<file path="config.mk">
export PLATFORM = sky130hd
export DESIGN_NAME = aim_top
export DESIGN_NICKNAME = d
export VERILOG_FILES = /design/src/hdl/aim_pkg.sv /design/src/hdl/cam_byte_pack.sv /design/src/hdl/pixel_fifo.sv /design/src/hdl/pixel_combine.sv /design/src/hdl/sync_gen.sv /design/src/hdl/aim_top.sv
export VERILOG_INCLUDE_DIRS = /design/src /design/src/hdl
export SDC_FILE = /design/constraint.sdc
export NUM_CORES = 1
export LEC_CHECK = 0
export BUFFER_PORTS_ARGS = -buffer_cell sky130_fd_sc_hd__buf_2
export CORE_MARGIN = 2
export CORE_UTILIZATION = 25
export DETAILED_ROUTE_END_ITERATION = 12
export GPL_TIMING_DRIVEN = 0
export SYNTH_ARGS = -nofsm -noshare
export SYNTH_HDL_FRONTEND = slang
export SYNTH_SLANG_ARGS = --single-unit
</file>
<file path="constraint.sdc">
create_clock -name clk -period 7.3 [get_ports clk]
set_clock_uncertainty 0.2 [all_clocks]
set_input_delay 0.73 -clock clk [delete_from_list [all_inputs] [get_ports clk]]
set_output_delay 0.73 -clock clk [all_outputs]
set_load 0.01 [all_outputs]
</file>
<file path="src/hdl/aim_settings.svh">
`ifndef AIM_SETTINGS_SVH
`define AIM_SETTINGS_SVH

// Horizontal raster in pixel clocks
`define H_ACTIVE     16
`define H_BLANK      16
// Sync position counted from the start of the blank
`define H_SYNC_START 4
`define H_SYNC_LEN   4
`define H_TOTAL      (`H_ACTIVE + `H_BLANK)

// Vertical raster in lines
`define V_ACTIVE     4
`define V_BLANK      2
`define V_TOTAL      (`V_ACTIVE + `V_BLANK)

// Per-camera pixel buffer
`define FIFO_DEPTH   32
`define FIFO_AW      5

// Camera 1 fill level that lets the raster start
`define START_THRESH 8

`endif

</file>
<file path="src/hdl/aim_pkg.sv">
`include "aim_settings.svh"

package aim_pkg;

    // Each camera fills half of a display line
    localparam int HALF_W = `H_ACTIVE / 2;

    typedef struct packed {
        logic [4:0] r;
        logic [5:0] g;
        logic [4:0] b;
    } rgb565_t;

    // One camera input beat
    typedef struct packed {
        logic       href;
        logic       valid;
        logic [7:0] data;
    } cam_byte_t;

    typedef struct packed {
        logic       hsync;
        logic       vsync;
        logic       de;
        logic [7:0] r;
        logic [7:0] g;
        logic [7:0] b;
    } vid_out_t;

    typedef enum logic {
        WAIT_FILL,
        RUN
    } sync_state_e;

endpackage : aim_pkg

</file>
<file path="src/hdl/cam_byte_pack.sv">
`timescale 1ns/1ps

module cam_byte_pack
    import aim_pkg::*;
(
    input  logic      clk,
    input  logic      rst_n,
    input  cam_byte_t cam,
    output rgb565_t   pix,
    output logic      pix_valid
);

    logic       phase;
    logic [7:0] first_byte;
    logic       beat;

    // A byte counts only inside href
    assign beat = cam.valid && cam.href;

    always_ff @(posedge clk or negedge rst_n) begin
        if (!rst_n) begin
            phase     <= 1'b0;
            pix_valid <= 1'b0;
        end else begin
            pix_valid <= beat && phase;
            if (!cam.href) begin
                // Drop a half-finished pair
                phase <= 1'b0;
            end else if (cam.valid) begin
                phase <= ~phase;
            end
        end
    end

    always_ff @(posedge clk) begin
        if (beat && !phase) begin
            first_byte <= cam.data;
        end
        if (beat && phase) begin
            // First byte is r and g[5:3], second is g[2:0] and b
            pix.r <= first_byte[7:3];
            pix.g <= {first_byte[2:0], cam.data[7:5]};
            pix.b <= cam.data[4:0];
        end
    end

endmodule : cam_byte_pack

</file>
<file path="src/hdl/pixel_fifo.sv">
`timescale 1ns/1ps

`include "aim_settings.svh"

module pixel_fifo
    import aim_pkg::*;
(
    input  logic               clk,
    input  logic               rst_n,
    input  logic               wr_en,
    input  rgb565_t            wr_data,
    input  logic               rd_en,
    output rgb565_t            rd_data,
    output logic [`FIFO_AW:0]  level,
    output logic               overflow,
    output logic               underflow
);

    localparam logic [`FIFO_AW:0] FULL_LEVEL = `FIFO_DEPTH;

    rgb565_t             mem [`FIFO_DEPTH];
    logic [`FIFO_AW-1:0] wr_ptr;
    logic [`FIFO_AW-1:0] rd_ptr;
    logic                full;
    logic                empty;
    logic                do_wr;
    logic                do_rd;

    assign full  = (level == FULL_LEVEL);
    assign empty = (level == '0);
    assign do_wr = wr_en && !full;
    assign do_rd = rd_en && !empty;

    // Flags mark the cycle of the refused access
    assign overflow  = wr_en && full;
    assign underflow = rd_en && empty;

    // Show-ahead read
    assign rd_data = mem[rd_ptr];

    always_ff @(posedge clk or negedge rst_n) begin
        if (!rst_n) begin
            wr_ptr <= '0;
            rd_ptr <= '0;
            level  <= '0;
        end else begin
            if (do_wr) begin
                wr_ptr <= wr_ptr + 1'b1;
            end
            if (do_rd) begin
                rd_ptr <= rd_ptr + 1'b1;
            end
            case ({do_wr, do_rd})
                2'b10:   level <= level + 1'b1;
                2'b01:   level <= level - 1'b1;
                default: level <= level;
            endcase
        end
    end

    always_ff @(posedge clk) begin
        if (do_wr) begin
            mem[wr_ptr] <= wr_data;
        end
    end

endmodule : pixel_fifo

</file>
<file path="src/hdl/pixel_combine.sv">
`timescale 1ns/1ps

`include "aim_settings.svh"

module pixel_combine
    import aim_pkg::*;
(
    input  logic              clk,
    input  logic              rst_n,
    input  rgb565_t           pix_1,
    input  logic              pix_valid_1,
    input  rgb565_t           pix_2,
    input  logic              pix_valid_2,
    input  logic              read_en,
    output logic [`FIFO_AW:0] level_1,
    output logic [7:0]        r,
    output logic [7:0]        g,
    output logic [7:0]        b,
    output logic              error
);

    localparam int CNT_W = $clog2(`H_ACTIVE) + 1;
    localparam logic [CNT_W-1:0] SPLIT = CNT_W'(HALF_W);

    logic [CNT_W-1:0] rd_cnt;
    logic             sel_2;
    logic             rd_en_1;
    logic             rd_en_2;
    rgb565_t          rd_data_1;
    rgb565_t          rd_data_2;
    logic             overflow_1;
    logic             overflow_2;
    logic             underflow_1;
    logic             underflow_2;
    rgb565_t          pix_sel;
    logic             pix_empty;
    rgb565_t          pix_q;

    // Left half of the line from camera 1, right half from camera 2
    assign sel_2   = (rd_cnt >= SPLIT);
    assign rd_en_1 = read_en && !sel_2;
    assign rd_en_2 = read_en && sel_2;

    pixel_fifo u_fifo_1 (
        .clk      (clk        ),
        .rst_n    (rst_n      ),
        .wr_en    (pix_valid_1),
        .wr_data  (pix_1      ),
        .rd_en    (rd_en_1    ),
        .rd_data  (rd_data_1  ),
        .level    (level_1    ),
        .overflow (overflow_1 ),
        .underflow(underflow_1)
    );

    pixel_fifo u_fifo_2 (
        .clk      (clk        ),
        .rst_n    (rst_n      ),
        .wr_en    (pix_valid_2),
        .wr_data  (pix_2      ),
        .rd_en    (rd_en_2    ),
        .rd_data  (rd_data_2  ),
        .level    (           ),
        .overflow (overflow_2 ),
        .underflow(underflow_2)
    );

    assign pix_sel   = sel_2 ? rd_data_2 : rd_data_1;
    assign pix_empty = sel_2 ? underflow_2 : underflow_1;

    always_ff @(posedge clk or negedge rst_n) begin
        if (!rst_n) begin
            rd_cnt <= '0;
            error  <= 1'b0;
        end else begin
            // Position restarts once the line's strobes end
            rd_cnt <= read_en ? rd_cnt + 1'b1 : '0;
            error  <= error | overflow_1 | overflow_2 | underflow_1 | underflow_2;
        end
    end

    // Black in blanking and when the FIFO ran dry
    always_ff @(posedge clk) begin
        if (read_en && !pix_empty) begin
            pix_q <= pix_sel;
        end else begin
            pix_q <= '0;
        end
    end

    assign r = {pix_q.r, 3'b000};
    assign g = {pix_q.g, 2'b00};
    assign b = {pix_q.b, 3'b000};

endmodule : pixel_combine

</file>
<file path="src/hdl/sync_gen.sv">
`timescale 1ns/1ps

`include "aim_settings.svh"

module sync_gen
    import aim_pkg::*;
(
    input  logic              clk,
    input  logic              rst_n,
    input  logic [`FIFO_AW:0] level_1,
    output logic              read_en,
    output logic              hsync,
    output logic              vsync,
    output logic              de
);

    localparam int HW = $clog2(`H_TOTAL);
    localparam int VW = $clog2(`V_TOTAL);

    localparam logic [HW-1:0] H_LAST = HW'(`H_TOTAL - 1);
    localparam logic [VW-1:0] V_LAST = VW'(`V_TOTAL - 1);

    // Sync windows sit in the blank after the active region
    localparam int HS_BEGIN = `H_ACTIVE + `H_SYNC_START;
    localparam int HS_END   = HS_BEGIN + `H_SYNC_LEN;
    localparam int VS_LINE  = `V_ACTIVE;

    localparam logic [`FIFO_AW:0] THRESH = `START_THRESH;

    sync_state_e   state;
    logic [HW-1:0] h_cnt;
    logic [VW-1:0] v_cnt;
    logic          run;

    assign run = (state == RUN);

    // One cycle ahead of de to cover the FIFO read register
    assign read_en = run && (h_cnt < `H_ACTIVE) && (v_cnt < `V_ACTIVE);

    always_ff @(posedge clk or negedge rst_n) begin
        if (!rst_n) begin
            state <= WAIT_FILL;
            h_cnt <= '0;
            v_cnt <= '0;
        end else begin
            case (state)
                WAIT_FILL: begin
                    // Counters are at zero here, so RUN opens a new frame
                    if (level_1 >= THRESH) begin
                        state <= RUN;
                    end
                end
                RUN: begin
                    if (h_cnt == H_LAST) begin
                        h_cnt <= '0;
                        v_cnt <= (v_cnt == V_LAST) ? '0 : v_cnt + 1'b1;
                    end else begin
                        h_cnt <= h_cnt + 1'b1;
                    end
                end
                default: state <= WAIT_FILL;
            endcase
        end
    end

    always_ff @(posedge clk or negedge rst_n) begin
        if (!rst_n) begin
            de    <= 1'b0;
            hsync <= 1'b0;
            vsync <= 1'b0;
        end else begin
            de    <= read_en;
            hsync <= run && (h_cnt >= HS_BEGIN) && (h_cnt < HS_END);
            vsync <= run && (v_cnt == VS_LINE);
        end
    end

endmodule : sync_gen

</file>
<file path="src/hdl/aim_top.sv">
`timescale 1ns/1ps

`include "aim_settings.svh"

module aim_top
    import aim_pkg::*;
(
    input  logic      clk,
    input  logic      rst_n,
    input  cam_byte_t cam1,
    input  cam_byte_t cam2,
    output vid_out_t  vid,
    output logic      error
);

    rgb565_t           pix_1;
    rgb565_t           pix_2;
    logic              pix_valid_1;
    logic              pix_valid_2;
    logic              read_en;
    logic [`FIFO_AW:0] level_1;
    logic [7:0]        r;
    logic [7:0]        g;
    logic [7:0]        b;
    logic              hsync;
    logic              vsync;
    logic              de;

    cam_byte_pack u_cam1_pack (
        .clk      (clk        ),
        .rst_n    (rst_n      ),
        .cam      (cam1       ),
        .pix      (pix_1      ),
        .pix_valid(pix_valid_1)
    );

    cam_byte_pack u_cam2_pack (
        .clk      (clk        ),
        .rst_n    (rst_n      ),
        .cam      (cam2       ),
        .pix      (pix_2      ),
        .pix_valid(pix_valid_2)
    );

    pixel_combine u_pixel_combine (
        .clk        (clk        ),
        .rst_n      (rst_n      ),
        .pix_1      (pix_1      ),
        .pix_valid_1(pix_valid_1),
        .pix_2      (pix_2      ),
        .pix_valid_2(pix_valid_2),
        .read_en    (read_en    ),
        .level_1    (level_1    ),
        .r          (r          ),
        .g          (g          ),
        .b          (b          ),
        .error      (error      )
    );

    sync_gen u_sync_gen (
        .clk    (clk    ),
        .rst_n  (rst_n  ),
        .level_1(level_1),
        .read_en(read_en),
        .hsync  (hsync  ),
        .vsync  (vsync  ),
        .de     (de     )
    );

    assign vid = '{hsync: hsync, vsync: vsync, de: de, r: r, g: g, b: b};

endmodule : aim_top

</file>
# Word level (Yosys, flattened, before mapping)
# Memories as Yosys holds them, arrays and structs flattened.
# Index checks and enable logic that the tools add are counted.
# op_classes
add_sub_neg	11
magnitude_cmp	6
eq_ne	11
mux	17
bitwise	6
reduce_logical	35
# op_table
op	n
$add 5x1->5 const B	6
$pmux 6 s2	2
$logic_and 1x1->1	22
$mux 16	1
$add 6x1->6 const B	2
$eq 6x6->1 const B	2
$logic_not 6->1	2
$sub 6x1->6 const B	2
$mux 1	11
$lt 5x5->1 const B	2
$mux 5	2
$logic_not 1->1	8
$eq 3x3->1 const B	2
$ge 6x4->1 const B	1
$eq 5x5->1 const B	1
$ge 5x4->1 const B	1
$ge 5x5->1 const B	1
$eq 2x1->1 const B	2
$eq 2x2->1 const B	2
$ne 2x2->1 const B	2
$or 1x1->1	4
$reduce_bool 2->1	2
$add 3x1->3 const B	1
$lt 3x3->1 const B	1
other kinds (3)	4
# word_totals
register_bits	118
mem_bits_rw	1024
in_bits	22
output_inout_bits	28
mem_count	2
# memory_table
memory	depth	word_bits	read_ports	rd_clocked_by_memory_dff	write_ports	line_no	rtl
u_pixel_combine.u_fifo_1.mem	32	16	1	0	1	pixel_fifo.sv:21	rgb565_t mem [`FIFO_DEPTH];
u_pixel_combine.u_fifo_2.mem	32	16	1	0	1	pixel_fifo.sv:21	

# Longest topological paths before layout
# logic_depth
ltp_word	8
depth_mapped	15
mapped_depth_nobuf	12

# Cells and area by module
# A second synthesis with hierarchy kept.
# hier_totals
cells_unflattened	2180
area_unflattened_um2	44366.3
# by_module_without_submodules
module	instances	cells_each	area_per_inst_um2	seq_area_each_um2
pixel_fifo	2	985	20579.7	15775.1
cam_byte_pack	2	31	800.8	770.7
pixel_combine	1	104	1064.8	470.5
sync_gen	1	41	518.0	300.3
aim_top	1	3	22.5	0.0

# Worst setup path before layout
# Ideal clock, no wire load.
# synth_path
path_type	reg2reg
start	reg u_pixel_combine.u_fifo_1.level[1]
end	reg u_pixel_combine.u_fifo_1.level[4]
setup_ns	0.079
t_arrival_ns	3.001
required_ns	7.021
slack_ns	4.019
path_stages_with_launch	15
n_path_buf	3
period_less_slack_ns	3.281
path_cell_list	dfrtp_1 buf_6 or4_4 o31ai_4 inv_4 buf_6 ha_1 clkbuf_1 xor2_1 ha_1 inv_1 o21ai_0 a21o_1 a21oi_1 xor2_1
# synth_between
elab_chain_cells	5
elab_cells_between_ends	12
# synth_rtl
item	line_no	rtl
start, declared	pixel_fifo.sv:14	output logic [`FIFO_AW:0] level,
start signal, assigned	pixel_fifo.sv:54	2'b10: level <= level + 1'b1;
start signal, assigned	pixel_fifo.sv:55	2'b01: level <= level - 1'b1;
start signal, assigned	pixel_fifo.sv:56	default: level <= level;
$logic_not 6->1 (*)	pixel_fifo.sv:30	assign empty = (level == '0);
$logic_not 1->1 (*)	pixel_fifo.sv:32	assign do_rd = rd_en && !empty;
$logic_and 1x1->1 (*)	pixel_fifo.sv:32	
net u_pixel_combine.u_fifo_1.do_rd	pixel_fifo.sv:27	logic do_rd;
$eq 2x1->1 or $eq 2x2->1 (tied branches)	pixel_fifo.sv:53	case ({do_wr, do_rd})
$pmux 6 s2 or $reduce_bool 2->1 (tied branches)	-	
# The timed path passes the listed nets; every way through them passes the cells marked *.
# A chain may end at the register's enable or synchronous reset.

# Final worst setup path
# Ends and elaborated chain as after synthesis.

==> impl_metrics.xml <==
<?xml version="1.0" encoding="UTF-8"?>
<metrics>
  <group name="synthesis">
    <metric name="fraction_of_synthesis_flops_using_an_asynchronous_set_or_reset_pin" unit="">0.04729</metric>
    <metric name="synth.top_cells.by_area" unit="">sky130_fd_sc_hd__edfxtp_1 (73%), sky130_fd_sc_hd__mux4_2 (9.9%), sky130_fd_sc_hd__dfrtp_1 (3.1%), sky130_fd_sc_hd__mux2i_1 (2.9%), sky130_fd_sc_hd__o221ai_1 (0.88%)</metric>
    <metric name="synth.ff_latch_count" unit="">1142</metric>
    <metric name="cell_type_with_the_highest_aggregate_area_in_the_netlist" unit="">sky130_fd_sc_hd__edfxtp_1</metric>
    <metric name="syn-cell-area" unit="µm²">43880</metric>
    <metric name="synth-main-ff-cell" unit="">sky130_fd_sc_hd__edfxtp_1</metric>
    <metric name="ys.warnings.count" unit="">0</metric>
    <metric name="number_of_flops_mapped_to_enable_cells_by_yosys" unit="">1072</metric>
    <metric name="post-synth-top-area-fraction" unit="">0.7337</metric>
    <metric name="synth.distinct_cells" unit="">55</metric>
    <metric name="post_synthesis_sequential_area_ratio" unit="">0.7718</metric>
    <metric name="commonest_cells_in_the_netlist" unit="">sky130_fd_sc_hd__edfxtp_1 (1072), sky130_fd_sc_hd__mux4_2 (193), sky130_fd_sc_hd__mux2i_1 (127), sky130_fd_sc_hd__nor2_1 (86), sky130_fd_sc_hd__a21oi_1 (66)</metric>
    <metric name="synthMostInstantiatedCell" unit="">sky130_fd_sc_hd__edfxtp_1</metric>
    <metric name="synth_area_per_cell" unit="µm²">20.29</metric>
    <metric name="syn_inst" unit="">2162</metric>
  </group>
  <group name="setup_path">
    <metric name="ff2ff_path_depth" unit="">14</metric>
    <metric name="cp.required" unit="ps">7730</metric>
    <metric name="critical-path-slowest-cell" unit="">sky130_fd_sc_hd__o31ai_4</metric>
    <metric name="critical-path-max-stage-delay" unit="ps">740</metric>
    <metric name="critical_path_start_end_classification" unit="">register to register</metric>
    <metric name="critPathCaptureType" unit="">register</metric>
    <metric name="worstSetupStartpointType" unit="">register</metric>
    <metric name="crit_path_cell_trace" unit="">buf_6 &gt; or4_4 &gt; o31ai_4 &gt; inv_4 &gt; buf_6 &gt; ha_1 &gt; clkbuf_1 &gt; xor2_1 &gt; ha_1 &gt; inv_1 &gt; o21ai_0 &gt; a21o_1 &gt; a21oi_1 &gt; xor2_1</metric>
    <metric name="cp.arrival" unit="ps">4390</metric>
    <metric name="cp_max_fo" unit="">11</metric>
  </group>
  <group name="routing">
    <metric name="detailedRoute.firstIterationViolations" unit="">2122</metric>
    <metric name="drcViolationCount" unit="">0</metric>
    <metric name="detailedRoute.firstPassIterationCount" unit="">8</metric>
    <metric name="via_density" unit="">4.491</metric>
    <metric name="drt_wl_total" unit="µm">104700</metric>
    <metric name="vias" unit="">21590</metric>
    <metric name="detail_route.wl_per_cell" unit="µm">21.78</metric>
    <metric name="ant_nets" unit="">0</metric>
  </group>
  <group name="floorplanning">
    <metric name="initial_core_util" unit="">0.2519</metric>
    <metric name="floorplan.io_pins" unit="">50</metric>
    <metric name="die_w" unit="µm">422.9</metric>
    <metric name="floorplan.die_area" unit="µm²">178900</metric>
    <metric name="floorplan.rows" unit="">153</metric>
    <metric name="die_boundary_height" unit="µm">422.9</metric>
    <metric name="core_area" unit="µm²">174200</metric>
  </group>
  <group name="place">
    <metric name="place.port_buffers" unit="">41</metric>
    <metric name="placed_cell_area" unit="µm²">48160</metric>
    <metric name="setup_slack_placement" unit="ps">3395</metric>
    <metric name="dp_cells" unit="">4600</metric>
    <metric name="routabilityCongestion" unit="">0.8040</metric>
    <metric name="hpwl" unit="µm">69870</metric>
  </group>
  <group name="cts">
    <metric name="cts_made_buffers" unit="">103</metric>
    <metric name="cts_max_level" unit="">3</metric>
    <metric name="clk_transition_reported_paths" unit="ps">70</metric>
    <metric name="clk-insertion-delay-late" unit="ps">710</metric>
    <metric name="ctsResizeCount" unit="">0</metric>
    <metric name="ctsRootBufferMaster" unit="">sky130_fd_sc_hd__clkbuf_16</metric>
    <metric name="clock_sink_count" unit="">1142</metric>
    <metric name="cts_setup_buffers" unit="">0</metric>
    <metric name="cts-root-to-sink-buffers" unit="">3</metric>
    <metric name="tritoncts" unit="">built</metric>
  </group>
  <group name="global_routing">
    <metric name="grt_busiest_layer" unit="">met2</metric>
    <metric name="grt.met1_usage" unit="">0.1498</metric>
    <metric name="global_route.usage.met3" unit="">0.01548</metric>
    <metric name="first_global_vias" unit="">21720</metric>
    <metric name="grt.overflow.total" unit="">0</metric>
    <metric name="gr-usage-met2" unit="">0.1939</metric>
    <metric name="grt_max_degree" unit="">55</metric>
    <metric name="wire_length_of_the_first_global_routing_pass" unit="µm">151700</metric>
    <metric name="groute.usage.overall" unit="">0.1146</metric>
    <metric name="antenna_violations_before_repair" unit="">2</metric>
  </group>
  <group name="sta">
    <metric name="hold_ws" unit="ps">60.86</metric>
    <metric name="final_setup_vio_count" unit="">0</metric>
    <metric name="slew_violations" unit="">0</metric>
    <metric name="timing_hold_violations_final" unit="">0</metric>
    <metric name="timing.final.ws_setup" unit="ps">3333</metric>
    <metric name="timing.max_slew.rel_slack" unit="">0.03507</metric>
    <metric name="tightest_slew" unit="ps">1447</metric>
    <metric name="final.min_clock_period" unit="ps">3967</metric>
    <metric name="max_clock_freq" unit="MHz">252.1</metric>
    <metric name="timing.final.crit_share" unit="">0.5434</metric>
    <metric name="grt_setup_unrepaired" unit="">no</metric>
    <metric name="setup-tns-final" unit="ps">0</metric>
  </group>
  <group name="layout">
    <metric name="final_nets" unit="">2436</metric>
    <metric name="antennaDiodeCount" unit="">0</metric>
    <metric name="drive_above_1_share" unit="">0.2421</metric>
    <metric name="postLayoutCoreUtil" unit="">0.2966</metric>
    <metric name="layout.cell_area.non_filler" unit="µm²">51670</metric>
    <metric name="areaGrowthSynthToFinish" unit="%">17.77</metric>
    <metric name="stdcell_count" unit="">4807</metric>
  </group>
  <group name="min_path">
    <metric name="holdCritPathClass" unit="">primary input to register</metric>
    <metric name="timing.hold.worst_path_depth" unit="">1</metric>
  </group>
  <group name="power_and_ir_drop">
    <metric name="design_power_total" unit="mW">17.68</metric>
    <metric name="power_per_cell_area" unit="nW/µm²">342.1</metric>
    <metric name="leakage" unit="nW">16.35</metric>
    <metric name="power.ir.vdd_worst" unit="µV">213.9</metric>
  </group>
  <group name="run_status">
    <metric name="status" unit="">complete, no violations</metric>
  </group>
  <group name="run">
    <metric name="max_cap_viols" unit="">0</metric>
  </group>
</metrics>
[path summary, 6_finish.rpt]
path	slack, ps	from	to
max in group asynchronous	6210	rst_n	u_pixel_combine.u_fifo_2.rd_ptr[4]$_DFFE_PN0P_
worst max-delay path	3330	u_pixel_combine.u_fifo_1.level[1]$_DFFE_PN0P_	u_pixel_combine.u_fifo_1.level[4]$_DFFE_PN0P_
worst min-delay path	60	cam2[2]	u_cam2_pack.pix[2]$_DFFE_PP_
worst min register to register	210	u_cam2_pack.first_byte[4]$_DFFE_PP_	u_cam2_pack.pix[12]$_DFFE_PP_
min in group asynchronous	380	rst_n	u_pixel_combine.u_fifo_1.wr_ptr[1]$_DFFE_PN0P_
worst max register to register	3330	u_pixel_combine.u_fifo_1.level[1]$_DFFE_PN0P_	u_pixel_combine.u_fifo_1.level[4]$_DFFE_PN0P_
[cell type report]
cell class | instances | area [µm²]
inverters | 19 | 73.82
multi-input cells | 881 | 9433
fillers | 16960 | 122500
repair buffers | 120 | 1350
clock buffers | 142 | 2878
plain buffers | 127 | 693.2
well taps | 2325 | 2909
flip-flops and latches | 1142 | 33860
clock inverters | 51 | 474.2
[power breakdown]
part | switching, mW | total [mW] | internal [mW]
registers | 0.198 | 7.51 | 7.31
logic | 2.81 | 4.77 | 1.96
clock network | 2.36 | 5.41 | 3.04
[worst max-delay path: cells and delay by family (launching register included)]
kind | cells | cell delay (ps)
AO/OA/AOI/OAI | 4 | 1170
XOR/XNOR | 2 | 350
adder cells (fa/ha/maj) | 2 | 450
buffers and inverters | 5 | 750
flip-flops | 1 | 370
AND/OR/NAND/NOR | 1 | 570
[placed cells by master (no fill, tap or decap), drive strengths merged, types with 6 or more instances in the layout]
master	count
ha	20
nand3b	10
or3b	7
clkinv	36
nor2b	14
a22oi	48
a21oi	66
mux4	193
dfrtp	54
mux2	6
o221ai	44
nor2	86
buf	182
o22ai	20
a211oi	31
dlygate4sd3	13
nand2	51
conb	8
dfxtp	16
a22o	32
mux2i	127
clkbuf	194
xnor2	22
o21ai	13
edfxtp	1072
inv	23
bufinv	8
nand4	7
xor2	13
nand3	13
or3	7
[metal layers]
metal / up-vias / wire (µm)
li1: 9332 / -
met1: 11370 / 42950
met2: 747 / 52310
met3: 133 / 6158
met4: 4 / 3239
met5: - / 27
[sequential cells by signal, indices dropped and copies added, names as in the netlist, 3 cells and up]
| name | flops |
|---|---|
| u_cam1_pack.first_byte | 8 |
| u_pixel_combine.u_fifo_1.rd_ptr | 5 |
| u_pixel_combine.u_fifo_2.mem | 512 |
| u_pixel_combine.u_fifo_2.rd_ptr | 5 |
| u_sync_gen.v_cnt | 3 |
| u_pixel_combine.u_fifo_2.wr_ptr | 5 |
| u_pixel_combine.r | 5 |
| u_pixel_combine.rd_cnt | 5 |
| u_cam1_pack.pix | 16 |
| u_cam2_pack.pix | 16 |
| u_cam2_pack.first_byte | 8 |
| u_pixel_combine.g | 6 |
| u_pixel_combine.u_fifo_2.level | 6 |
| u_pixel_combine.u_fifo_1.wr_ptr | 5 |
| u_pixel_combine.u_fifo_1.mem | 512 |
| u_pixel_combine.u_fifo_1.level | 6 |
| u_sync_gen.h_cnt | 5 |
| u_pixel_combine.b | 5 |
[repair_timing]
item	in CTS	in global routing
hold buffers	13	0
endpoints found under the hold margin	77	0
endpoints found under the setup margin	0	0
[kinds of logic after synthesis]
logic type | synth area share
AOI/OAI and AO/OA | 0.04449
xor gates and xnor gates | 0.006987
adders and majority gates | 0.005703
buffers and inverters | 0.01748
DFF | 0.7718
muxes | 0.1296
other | 0.00008547
and+or+nand+nor | 0.02390
Power figures use the tool's default switching activity.
